`config.mk`:
```
export PLATFORM = sky130hd
export DESIGN_NAME = sram_subsys_top
export DESIGN_NICKNAME = d
export VERILOG_FILES = /design/src/sram_ctrl_pkg.sv /design/src/sram_req_queue.sv /design/src/sram_access_timer.sv /design/src/sram_ctrl_fsm.sv /design/src/sram_datapath.sv /design/src/sram_subsys_top.sv
export SDC_FILE = /design/constraint.sdc
export NUM_CORES = 1
export LEC_CHECK = 0
export BUFFER_PORTS_ARGS = -buffer_cell sky130_fd_sc_hd__buf_2
export CELL_PAD_IN_SITES_DETAIL_PLACEMENT = 1
export CELL_PAD_IN_SITES_GLOBAL_PLACEMENT = 1
export CORE_ASPECT_RATIO = 1.1
export CORE_MARGIN = 4
export CORE_UTILIZATION = 29
export DETAILED_ROUTE_END_ITERATION = 16
export PLACE_DENSITY_LB_ADDON = 0.12
export SLEW_MARGIN = 20
export SYNTH_ARGS = -nofsm -noshare
export SYNTH_HDL_FRONTEND = slang
export SYNTH_SLANG_ARGS = --single-unit
```
`constraint.sdc`:
```
create_clock -name clk -period 5.6 [get_ports clk]
set_input_delay 0.28 -clock clk [delete_from_list [all_inputs] [get_ports clk]]
set_output_delay 0.28 -clock clk [all_outputs]
set_load 0.02 [all_outputs]
```
`src/sram_ctrl_pkg.sv`:
```
package sram_ctrl_pkg;

    // External SRAM geometry
    localparam int SRAM_ADDR_WIDTH    = 20;
    localparam int SRAM_DATA_WIDTH    = 16;

    // Requester side
    localparam int BUS_ADDR_WIDTH     = 21;  // Byte address
    localparam int BUS_DATA_WIDTH     = 32;
    localparam int BUS_SEL_WIDTH      = BUS_DATA_WIDTH / 8;

    // Queue entries, also the credits the requester starts with
    localparam int REQ_QUEUE_DEPTH    = 4;
    localparam int QUEUE_PTR_WIDTH    = $clog2(REQ_QUEUE_DEPTH);
    localparam int QUEUE_CNT_WIDTH    = $clog2(REQ_QUEUE_DEPTH + 1);

    // Cycles each halfword phase holds address and strobes
    localparam int ACCESS_WAIT_CYCLES = 2;
    localparam int WAIT_CNT_WIDTH     = $clog2(ACCESS_WAIT_CYCLES + 1);

    typedef logic [SRAM_ADDR_WIDTH-1:0] sram_addr_t;
    typedef logic [SRAM_DATA_WIDTH-1:0] sram_data_t;
    typedef logic [BUS_ADDR_WIDTH-1:0]  bus_addr_t;
    typedef logic [BUS_DATA_WIDTH-1:0]  bus_data_t;
    typedef logic [BUS_SEL_WIDTH-1:0]   bus_sel_t;
    typedef logic [WAIT_CNT_WIDTH-1:0]  wait_cnt_t;

    typedef enum logic [1:0] {
        IDLE,
        PHASE_LO,
        PHASE_HI,
        RETIRE
    } sram_state_t;

endpackage

```
`src/sram_req_queue.sv`:
```
module sram_req_queue (
    input  logic                     clk,
    input  logic                     i_reset,

    input  logic                     i_push,
    input  logic                     i_we,
    input  sram_ctrl_pkg::bus_addr_t i_addr,
    input  sram_ctrl_pkg::bus_data_t i_data,
    input  sram_ctrl_pkg::bus_sel_t  i_sel,

    input  logic                     i_pop,
    output logic                     o_empty,
    output logic                     o_head_we,
    output sram_ctrl_pkg::bus_addr_t o_head_addr,
    output sram_ctrl_pkg::bus_data_t o_head_data,
    output sram_ctrl_pkg::bus_sel_t  o_head_sel,

    output logic                     o_credit_return
);

    import sram_ctrl_pkg::*;

    logic                       we_mem   [REQ_QUEUE_DEPTH];
    bus_addr_t                  addr_mem [REQ_QUEUE_DEPTH];
    bus_data_t                  data_mem [REQ_QUEUE_DEPTH];
    bus_sel_t                   sel_mem  [REQ_QUEUE_DEPTH];

    logic [QUEUE_PTR_WIDTH-1:0] wr_ptr;
    logic [QUEUE_PTR_WIDTH-1:0] rd_ptr;
    logic [QUEUE_CNT_WIDTH-1:0] count;
    logic                       full;

    assign o_empty = (count == '0);
    assign full    = (count == QUEUE_CNT_WIDTH'(REQ_QUEUE_DEPTH));

    always_ff @(posedge clk) begin
        if (i_push) begin
            we_mem[wr_ptr]   <= i_we;
            addr_mem[wr_ptr] <= i_addr;
            data_mem[wr_ptr] <= i_data;
            sel_mem[wr_ptr]  <= i_sel;
        end
    end

    // Pointers wrap on their own, depth is a power of two
    always_ff @(posedge clk) begin
        if (i_reset) begin
            wr_ptr          <= '0;
            rd_ptr          <= '0;
            count           <= '0;
            o_credit_return <= 1'b0;
        end else begin
            if (i_push) wr_ptr <= wr_ptr + 1'b1;
            if (i_pop)  rd_ptr <= rd_ptr + 1'b1;
            count           <= count + QUEUE_CNT_WIDTH'(i_push) - QUEUE_CNT_WIDTH'(i_pop);
            o_credit_return <= i_pop;  // Entry freed, credit back
        end
    end

    assign o_head_we   = we_mem[rd_ptr];
    assign o_head_addr = addr_mem[rd_ptr];
    assign o_head_data = data_mem[rd_ptr];
    assign o_head_sel  = sel_mem[rd_ptr];

    // A push into a full queue means the requester spent a credit it did not hold
    a_no_push_full: assert property (@(posedge clk) disable iff (i_reset)
        i_push |-> !full)
        else $error("sram_req_queue: push while full, request without credit");

    a_no_pop_empty: assert property (@(posedge clk) disable iff (i_reset)
        i_pop |-> !o_empty)
        else $error("sram_req_queue: pop while empty");

endmodule

```
`src/sram_access_timer.sv`:
```
module sram_access_timer (
    input  logic clk,
    input  logic i_reset,

    input  logic i_start,
    output logic o_busy,
    output logic o_done
);

    import sram_ctrl_pkg::*;

    wait_cnt_t cnt;

    always_ff @(posedge clk) begin
        if (i_reset) begin
            cnt <= '0;
        end else if (i_start) begin
            cnt <= wait_cnt_t'(ACCESS_WAIT_CYCLES);
        end else if (cnt != '0) begin
            cnt <= cnt - 1'b1;
        end
    end

    assign o_busy = (cnt != '0);
    assign o_done = (cnt == wait_cnt_t'(1));  // Last cycle of the phase

    // Back to back phases reload exactly in the done cycle, never earlier
    a_start_not_busy: assert property (@(posedge clk) disable iff (i_reset)
        i_start |-> (!o_busy || o_done))
        else $error("sram_access_timer: start while a phase is still running");

endmodule

```
`src/sram_ctrl_fsm.sv`:
```
module sram_ctrl_fsm (
    input  logic                    clk,
    input  logic                    i_reset,

    input  logic                    i_empty,
    input  logic                    i_head_we,
    input  sram_ctrl_pkg::bus_sel_t i_head_sel,
    input  logic                    i_timer_done,

    output logic                    o_timer_start,
    output logic                    o_phase_en,
    output logic                    o_phase_hi,
    output logic                    o_capture,
    output logic                    o_retire,
    output logic                    o_pop
);

    import sram_ctrl_pkg::*;

    sram_state_t state;
    sram_state_t next_state;
    logic        in_phase;
    logic        lo_active;
    logic        hi_active;

    assign lo_active = |i_head_sel[1:0];
    assign hi_active = |i_head_sel[3:2];
    assign in_phase  = (state == PHASE_LO) || (state == PHASE_HI);

    always_comb begin
        next_state = state;
        case (state)
            IDLE: begin
                if (!i_empty) begin
                    if (lo_active) begin
                        next_state = PHASE_LO;
                    end else if (hi_active) begin
                        next_state = PHASE_HI;
                    end else begin
                        next_state = RETIRE;  // Nothing selected
                    end
                end
            end
            PHASE_LO: begin
                if (i_timer_done) begin
                    next_state = hi_active ? PHASE_HI : RETIRE;
                end
            end
            PHASE_HI: begin
                if (i_timer_done) begin
                    next_state = RETIRE;
                end
            end
            RETIRE: begin
                next_state = IDLE;
            end
            default: begin
                next_state = IDLE;
            end
        endcase
    end

    always_ff @(posedge clk) begin
        if (i_reset) begin
            state <= IDLE;
        end else begin
            state <= next_state;
        end
    end

    // Phase controls look one state ahead of the registered pins
    assign o_phase_en    = (next_state == PHASE_LO) || (next_state == PHASE_HI);
    assign o_phase_hi    = (next_state == PHASE_HI);
    assign o_timer_start = o_phase_en && (next_state != state);

    assign o_capture     = in_phase && i_timer_done && !i_head_we;  // Read data settled
    assign o_pop         = (state == RETIRE);
    assign o_retire      = (state == RETIRE) && !i_head_we;

    // A busy FSM always works on the queue head
    a_head_present: assert property (@(posedge clk) disable iff (i_reset)
        (state != IDLE) |-> !i_empty)
        else $error("sram_ctrl_fsm: active state with an empty queue");

endmodule

```
`src/sram_datapath.sv`:
```
module sram_datapath (
    input  logic                      clk,
    input  logic                      i_reset,

    // Head request
    input  logic                      i_we,
    input  sram_ctrl_pkg::bus_addr_t  i_addr,
    input  sram_ctrl_pkg::bus_data_t  i_data,
    input  sram_ctrl_pkg::bus_sel_t   i_sel,

    // Controls from the FSM
    input  logic                      i_phase_en,
    input  logic                      i_phase_hi,
    input  logic                      i_capture,
    input  logic                      i_retire,

    // SRAM pins
    input  sram_ctrl_pkg::sram_data_t i_sram_dq,
    output sram_ctrl_pkg::sram_addr_t o_sram_addr,
    output sram_ctrl_pkg::sram_data_t o_sram_dq,
    output logic                      o_sram_ce_n,
    output logic                      o_sram_oe_n,
    output logic                      o_sram_we_n,
    output logic                      o_sram_ub_n,
    output logic                      o_sram_lb_n,

    // Read response
    output logic                      o_rsp_valid,
    output sram_ctrl_pkg::bus_data_t  o_rsp_data
);

    import sram_ctrl_pkg::*;

    bus_data_t  rd_asm;
    sram_data_t wr_half;
    logic       sel_lb;
    logic       sel_ub;
    logic       cur_hi;

    // Lane selects of the phase about to be driven
    assign wr_half = i_phase_hi ? i_data[31:16] : i_data[15:0];
    assign sel_lb  = i_phase_hi ? i_sel[2] : i_sel[0];
    assign sel_ub  = i_phase_hi ? i_sel[3] : i_sel[1];

    // Phase bit is the halfword address LSB
    assign cur_hi  = o_sram_addr[0];

    always_ff @(posedge clk) begin
        if (i_phase_en) begin
            o_sram_addr <= {i_addr[BUS_ADDR_WIDTH-1:2], i_phase_hi};
        end
    end

    always_ff @(posedge clk) begin
        if (i_reset) begin
            o_sram_ce_n <= 1'b1;
            o_sram_oe_n <= 1'b1;
            o_sram_we_n <= 1'b1;
            o_sram_ub_n <= 1'b1;
            o_sram_lb_n <= 1'b1;
            o_sram_dq   <= '0;
        end else begin
            o_sram_ce_n <= !i_phase_en;
            o_sram_oe_n <= !(i_phase_en && !i_we);
            o_sram_we_n <= !(i_phase_en && i_we);
            o_sram_ub_n <= !(i_phase_en && sel_ub);
            o_sram_lb_n <= !(i_phase_en && sel_lb);
            o_sram_dq   <= (i_phase_en && i_we) ? wr_half : '0;  // Bus quiet unless writing
        end
    end

    // Unselected bytes read back as zero
    always_ff @(posedge clk) begin
        if (i_reset) begin
            rd_asm <= '0;
        end else if (i_retire) begin
            rd_asm <= '0;  // Next read starts clean
        end else if (i_capture) begin
            if (cur_hi) begin
                rd_asm[23:16] <= i_sel[2] ? i_sram_dq[7:0]  : 8'h00;
                rd_asm[31:24] <= i_sel[3] ? i_sram_dq[15:8] : 8'h00;
            end else begin
                rd_asm[7:0]   <= i_sel[0] ? i_sram_dq[7:0]  : 8'h00;
                rd_asm[15:8]  <= i_sel[1] ? i_sram_dq[15:8] : 8'h00;
            end
        end
    end

    always_ff @(posedge clk) begin
        if (i_reset) begin
            o_rsp_valid <= 1'b0;
        end else begin
            o_rsp_valid <= i_retire;
        end
    end

    always_ff @(posedge clk) begin
        if (i_retire) begin
            o_rsp_data <= rd_asm;
        end
    end

endmodule

```
`src/sram_subsys_top.sv`:
```
module sram_subsys_top (
    input  logic                      clk,
    input  logic                      i_reset,

    // Requester, credit based
    input  logic                      i_req_valid,
    input  logic                      i_req_we,
    input  sram_ctrl_pkg::bus_addr_t  i_req_addr,
    input  sram_ctrl_pkg::bus_data_t  i_req_data,
    input  sram_ctrl_pkg::bus_sel_t   i_req_sel,
    output logic                      o_credit_return,
    output logic                      o_rsp_valid,
    output sram_ctrl_pkg::bus_data_t  o_rsp_data,

    // SRAM, data bus split into in and out
    input  sram_ctrl_pkg::sram_data_t i_sram_dq,
    output sram_ctrl_pkg::sram_addr_t o_sram_addr,
    output sram_ctrl_pkg::sram_data_t o_sram_dq,
    output logic                      o_sram_ce_n,
    output logic                      o_sram_oe_n,
    output logic                      o_sram_we_n,
    output logic                      o_sram_ub_n,
    output logic                      o_sram_lb_n
);

    import sram_ctrl_pkg::*;

    logic      q_empty;
    logic      head_we;
    bus_addr_t head_addr;
    bus_data_t head_data;
    bus_sel_t  head_sel;
    logic      pop;
    logic      timer_start;
    logic      timer_done;
    logic      phase_en;
    logic      phase_hi;
    logic      capture;
    logic      retire;

    sram_req_queue sram_req_queue_inst (
        .clk             (clk),
        .i_reset         (i_reset),
        .i_push          (i_req_valid),
        .i_we            (i_req_we),
        .i_addr          (i_req_addr),
        .i_data          (i_req_data),
        .i_sel           (i_req_sel),
        .i_pop           (pop),
        .o_empty         (q_empty),
        .o_head_we       (head_we),
        .o_head_addr     (head_addr),
        .o_head_data     (head_data),
        .o_head_sel      (head_sel),
        .o_credit_return (o_credit_return)
    );

    sram_access_timer sram_access_timer_inst (
        .clk     (clk),
        .i_reset (i_reset),
        .i_start (timer_start),
        .o_busy  (),
        .o_done  (timer_done)
    );

    sram_ctrl_fsm sram_ctrl_fsm_inst (
        .clk           (clk),
        .i_reset       (i_reset),
        .i_empty       (q_empty),
        .i_head_we     (head_we),
        .i_head_sel    (head_sel),
        .i_timer_done  (timer_done),
        .o_timer_start (timer_start),
        .o_phase_en    (phase_en),
        .o_phase_hi    (phase_hi),
        .o_capture     (capture),
        .o_retire      (retire),
        .o_pop         (pop)
    );

    sram_datapath sram_datapath_inst (
        .clk         (clk),
        .i_reset     (i_reset),
        .i_we        (head_we),
        .i_addr      (head_addr),
        .i_data      (head_data),
        .i_sel       (head_sel),
        .i_phase_en  (phase_en),
        .i_phase_hi  (phase_hi),
        .i_capture   (capture),
        .i_retire    (retire),
        .i_sram_dq   (i_sram_dq),
        .o_sram_addr (o_sram_addr),
        .o_sram_dq   (o_sram_dq),
        .o_sram_ce_n (o_sram_ce_n),
        .o_sram_oe_n (o_sram_oe_n),
        .o_sram_we_n (o_sram_we_n),
        .o_sram_ub_n (o_sram_ub_n),
        .o_sram_lb_n (o_sram_lb_n),
        .o_rsp_valid (o_rsp_valid),
        .o_rsp_data  (o_rsp_data)
    );

endmodule

```
==> impl_metrics.toml, run 1 <==
[sta]
finalCritPeriodShare_pct = 59.6
setup_viol = 0
timing.slew.headroom_pct = 34.4
fmax_mhz = 299
timing_max_transition_violations_final = 0
unrepaired_setup_endpoints_after_global_routing = "no"
timing.final.hold_violations = 0
setup_tns_ns = 0
worst_pin_slew_ns = 0.984
final.setup_skew_ns = 0.0151
shortest_period_the_worst_path_allows_ns = 3.34

[synthesis]
syn-cell-area_sq_mm = 0.0125
synth_ff_type = "edfxtp_1"
yosys_register_bits = 344
most_instantiated_library_cell_after_synthesis = "edfxtp_1"
number_of_enable_flip_flop_cells_after_synthesis = 276
synth_sequential_area_ratio_pct = 77.4
syn_warnings = 0
yosys-top-cells-area = "edfxtp_1 66%, dfxtp_1 11%, mux4_2 10%"
syn-num-nets = 751
most_instantiated_cells_after_synthesis = "276 x edfxtp_1, 68 x dfxtp_1, 57 x mux4_2, 40 x nand2_1, 36 x nor2_1"
post_synth.cell_area_avg_sq_um = 18.9
synth_largest_type_area_fraction_pct = 66.5
ys_async_sr_fraction_pct = 0
netlist_instances = 661
synth_cell_type_count = 41
synth_area_leader_cell = "edfxtp_1"

[drt]
final_antenna_net_count = 0
routed_wirelength_um = 28600
met2WireLength_um = 15100
detail_route.iter0.violations = 184
routed.top_layer = "met5"
route.detailed.wl_per_inst_um = 19.1
drt_first_pass_iters = 4
vias = 6613
avgViaCountPerCell = 4.43
metal1_wirelength_um = 11300
met3_wirelength_um = 1550
residual_drc = 0

[global_routing]
antenna_found_initial = 3
grt_start_max_net_pins = 57
track_usage_pct = 12.5
grt_first_pass_wirelength_um = 44000
global_route.overflow_total = 0
via_count_of_the_first_global_routing_pass = 7589

[worst_setup_path]
regToRegEndpoint = "sram_datapath_inst.rd_asm[9]"
path_cells = "buf_4, mux4_2, nor3b_1, nor2b_2, nand3_1, a21oi_1"
critical_path.max_stage_delay_ns = 0.73
critPathLaunchType = "flop"
r2r_cells = 6
slowest_stage = "nor2b_2"
r2r_setup_slack_ns = 2.26
endpoint_class_of_the_critical_path = "flop"
timing.critical_path.to = "sram_datapath_inst.rd_asm[9]"
required_arrival_time_at_the_worst_endpoint_ns = 6.07
critical_path_peak_fanout = 28
cp.arrival_ns = 3.81
timing_worst_setup_path_type = "flop to flop"

[placement]
placedCellCount = 1351
dp_hpwl_um = 17000
placed_area_sq_mm = 0.0138
routabilityCongestion = 0.767
io_buffer_count = 149

[floorplan]
core_region_area_sq_mm = 0.0424
initial_core_util_pct = 29.4
die_h_um = 225
design.die.area_sq_mm = 0.0464
num_io_pins = 152
die_w_um = 206
num_rows = 79

[cts]
ctsHoldBuffers = 72
cts_resized = 0
clk_transition_reported_paths_ns = 0.06
cts-root-buf = "clkbuf_16"
ctsLongestPathBuffers = 3
clkLatencyLatePin_ns = 0.55
clock_sink_count = 344
tritoncts = "yes"
cts_buffers = 38
clock_tree.htree_level_count = 2
post-cts-setup-buffer-count = 0

[power_and_ir_drop]
cellPowerDensity_mw_per_mm2 = 446
power.leakage_nw = 5.38
max-vdd-ir-drop_mv = 0.221

[run_status]
status = "completed"

[layout]
finish.cell_count_without_fillers = 1494
layout-drive-gt1-share_pct = 31.3
flow.area_growth_from_synthesis_pct = 27.0
finalNetCount = 986
finalInstanceArea_sq_mm = 0.0158
fillers = 4241

[hold_path]
hold_class = "input pin to flop"
min_delay_startpoint = "i_req_valid"

[run]
max-cap-violations = 0
[metrics by stage]
stage               setup WS (ns)  power [mW]  utilization, %  hold WS [ns]
floorplan                    2.26        4.09               -         0.344
global placement             1.88        4.61            32.6         0.414
detailed placement           2.21        4.64            32.6         0.417
CTS                          2.18        7.22            37.3        0.0795
global route                 1.90        7.43            37.3         0.109
finish                       2.26        7.06            37.3         0.110
[registers in the layout, indices dropped and copies added, names as in the netlist, 3 cells and up, named ones only]
register	count
sram_req_queue_inst.data_mem	128
sram_req_queue_inst.addr_mem	76
sram_datapath_inst.o_rsp_data	32
sram_datapath_inst.rd_asm	32
sram_datapath_inst.o_sram_addr	20
sram_datapath_inst.o_sram_dq	16
sram_req_queue_inst.sel_mem	16
sram_req_queue_inst.we_mem	4
sram_req_queue_inst.count	3
[metal layers]
metal / track usage, % / vias to the layer above
met5: 0 / -
met4: 4.37 / 4
met3: 2.86 / 46
met2: 22.7 / 166
met1: 14.4 / 3357
li1: - / 3040
[worst min path at each step]
| stage | to | slack (ns) | cells after the start |
|---|---|---|---|
| after detailed placement | sram_datapath_inst.o_rsp_data[31] | 0.42 | 0 |
| final | sram_req_queue_inst.wr_ptr[1] | 0.11 | 3 |
| after global placement | sram_datapath_inst.o_rsp_data[6] | 0.41 | 0 |
| after CTS | sram_req_queue_inst.wr_ptr[1] | 0.08 | 3 |
| after global routing | sram_ctrl_fsm_inst.state[0] | 0.11 | 2 |
| after floorplan | sram_access_timer_inst.cnt[1] | 0.34 | 1 |
[power breakdown]
part           internal (mW)  switching [mW]
sequential              3.09           0.113
combinational          0.479           0.886
clock                   1.48            1.01
[critical path, delay by kind of cell, from the launching register on]
| family | cells | cell delay [ns] |
|---|---|---|
| simple gates | 3 | 1.35 |
| mux | 1 | 0.68 |
| buf+inv | 1 | 0.56 |
| flops | 1 | 0.49 |
| compound gates | 1 | 0.17 |
[final cells by class]
class | instances | area [sq um] | share of cell area, %
diodes | 1 | 2.50 | 0.0158
clock buffers | 56 | 1140 | 7.23
clock inverters | 14 | 128 | 0.806
inverters | 10 | 37.5 | 0.237
multi-input cells | 278 | 2660 | 16.8
flip-flops and latches | 344 | 9660 | 61.0
well taps | 567 | 709 | 4.48
repair buffers | 224 | 1490 | 9.41
[kinds of logic (layout without fill, tap and decap cells)]
group                      Yosys count  count (layout)  share of synthesized area [%]
AOI/OAI and AO/OA                   43              43                           2.16
xor gates and xnor gates             5               5                          0.351
adders and majority gates           13              13                           1.37
buffers and inverters               39             304                           1.41
DFF                                344             344                           77.4
muxes                               77              77                           12.1
other                                0               1                              0
and+or+nand+nor                    140             140                           5.24
[cells in the final DEF (no fill, tap or decap), drive strengths merged, types with 2 or more instances in the layout]
cell type,Yosys,layout
a211oi,2,2
nor3,3,3
dfxtp,68,68
mux2,2,2
clkbuf,17,56
mux2i,17,17
inv,10,12
nand2,40,40
buf,12,152
a2111oi,2,2
o31ai,2,2
edfxtp,276,276
a21oi,34,34
and2,6,6
nand3,34,34
dlygate4sd3,0,72
clkinv,0,11
mux4,58,58
nor2b,5,5
or2,5,5
nand2b,3,3
ha,12,12
and3,2,2
xor2,2,2
xnor2,3,3
nor2,37,37
(Power assumes the default switching activity.)
==> inputs of run 2 (changes only) <==
clock period = 3.3 ns   (was 5.6 ns; I/O delays follow)
==> impl_metrics.toml, run 2 (same netlist as run 1, synthesis figures left out) <==
[cts]
cts-root-buf = "clkbuf_16"
clock_sink_count = 344
ctsLongestPathBuffers = 3
ctsHoldBuffers = 74
post-cts-setup-buffer-count = 0
tritoncts = "yes"
clock_tree.htree_level_count = 2
clkLatencyLatePin_ns = 0.55
cts_buffers = 39
cts_resized = 0
clk_transition_reported_paths_ns = 0.06

[worst_setup_path]
critical_path.max_stage_delay_ns = 0.52
timing_worst_setup_path_type = "flop to flop"
required_arrival_time_at_the_worst_endpoint_ns = 3.77
critPathLaunchType = "flop"
r2r_setup_slack_ns = 0.46
crit_family = "simple AND/OR/NAND/NOR gates"
worstSetupStartpoint = "sram_req_queue_inst.sel_mem[3][0]"
path_cells = "or2_2, mux4_2, and3_1, nor3_1, ha_2, nor2_1, buf_4, nand2_1, buf_4, nor2_1"
worst-path-buf-inv = 2
cp.arrival_ns = 3.32
critical_path_peak_fanout = 17
endpoint_class_of_the_critical_path = "flop"
timing.rr.start = "sram_req_queue_inst.sel_mem[3][0]"
slowest_stage = "mux4_2"

[global_routing]
via_count_of_the_first_global_routing_pass = 7494
global_route.overflow_total = 0
track_usage_pct = 12.4
grt_start_max_net_pins = 57
grt_first_pass_wirelength_um = 43800
antenna_found_initial = 1

[layout]
antenna_cells = 0
flow.area_growth_from_synthesis_pct = 28.1
layout-drive-gt1-share_pct = 31.6
finalNetCount = 1000
finish.cell_count_without_fillers = 1508
finalInstanceArea_sq_mm = 0.0160
mostFrequentLayoutCell = "edfxtp_1"
top_register = "sram_req_queue_inst.data_mem"
reg_top3 = "sram_req_queue_inst.data_mem (128), sram_req_queue_inst.addr_mem (76)"
final_cell_mix = "276 x edfxtp_1, 149 x buf_2, 74 x dlygate4sd3_1"
largest_register_ff_count = 128
postLayoutCoreUtil_pct = 37.6

[power_and_ir_drop]
post-layout-total-power_mw = 12.2
switchingPower_mw = 3.41
power_report.internal_total_mw = 8.84
power_frac_seq_pct = 44.3
p_clk_share_pct = 35.6
switching_share_pct = 27.8
cellPowerDensity_mw_per_mm2 = 767
max-vdd-ir-drop_mv = 0.490
share_comb_of_total_power_pct = 20.2
power.leakage_nw = 5.46

[sta]
shortest_period_the_worst_path_allows_ns = 2.84
setup_viol = 0
fmax_mhz = 352
timing_max_transition_violations_final = 0
timing.slew.headroom_pct = 33.9
setup_tns_ns = 0
timing.final.hold_violations = 0
timing.final.ws_setup_ns = 0.455
final.setup_skew_ns = 0.0189
finalCritPeriodShare_pct = 86.2
worst_hold_slack_after_final_layout_ns = 0.369
worst_pin_slew_ns = 0.991
unrepaired_setup_endpoints_after_global_routing = "no"

[placement]
routabilityCongestion = 0.718
dp_hpwl_um = 17300
place_worst_setup_slack_ns = 0.451
placedCellCount = 1362
placed_area_sq_mm = 0.0139
io_buffer_count = 149

[floorplan]
num_rows = 79
design.die.area_sq_mm = 0.0464
num_io_pins = 152
initial_core_util_pct = 29.4
core_region_area_sq_mm = 0.0424
die_w_um = 206
die_h_um = 225

[drt]
routed_wirelength_um = 28400
residual_drc = 0
drt_first_pass_iters = 5
detail_route.iter0.violations = 165
route.detailed.wl_per_inst_um = 18.8
final_antenna_net_count = 0
avgViaCountPerCell = 4.44
vias = 6688

[run]
max-cap-violations = 0

[hold_path]
hold_class = "input pin to flop"
min_delay_startpoint = "i_req_addr[17]"

[run_status]
status = "completed"
run 2: cell count changes in the layout (fill, tap and decap cells not counted), moves of 2 or more:
| cell | previous run | this run |
|---|---|---|
| clkbuf_16 | 43 | 40 |
| dlygate4sd3_1 | 72 | 74 |
| clkbuf_1 | 11 | 7 |
| buf_4 | 3 | 13 |
| clkinv_4 | 5 | 1 |
| bufinv_16 | 1 | 5 |
| clkinv_1 | 4 | 10 |
| clkinv_2 | 2 | 4 |
run 2: metal layers:
metal	share of wire (%)	wire length, um	up-vias	global-route usage (%)
met5	0.046	13	-	0
met4	1.9	533	2	3.26
met3	5.3	1500	36	3.53
met2	51	14600	160	21.5
met1	41	11800	3416	15.2
li1	-	-	3074	-
run 2: final timing paths:
| kind | endpoint | cells past startpoint |
|---|---|---|
| setup reg to reg | sram_datapath_inst.o_sram_dq[9] | 10 |
| hold reg to reg | sram_datapath_inst.o_rsp_data[11] | 0 |
| setup / recovery | sram_datapath_inst.o_sram_dq[9] | 10 |
| hold / removal | sram_req_queue_inst.addr_mem[2][17] | 2 |
run 2: power by group through the flow:
stage          Sequential (mW)  Clock, mW  Combinational (mW)
6_report                  5.42       4.36                2.47
5_1_grt                   5.47       4.72                2.71
4_1_cts                   5.44       4.53                2.59
3_5_place_dp              5.52          0                2.49
3_3_place_gp              5.51          0                2.44
2_1_floorplan             5.75          0                1.18
run 2: cell type report:
type	count	area (sq um)
repair buffers	237	1600
clock buffers	49	1050
multi-input cells	278	2650
inverters	10	37.5
clock inverters	23	249
flip-flops and latches	344	9660
fillers	4257	26400
well taps	567	709
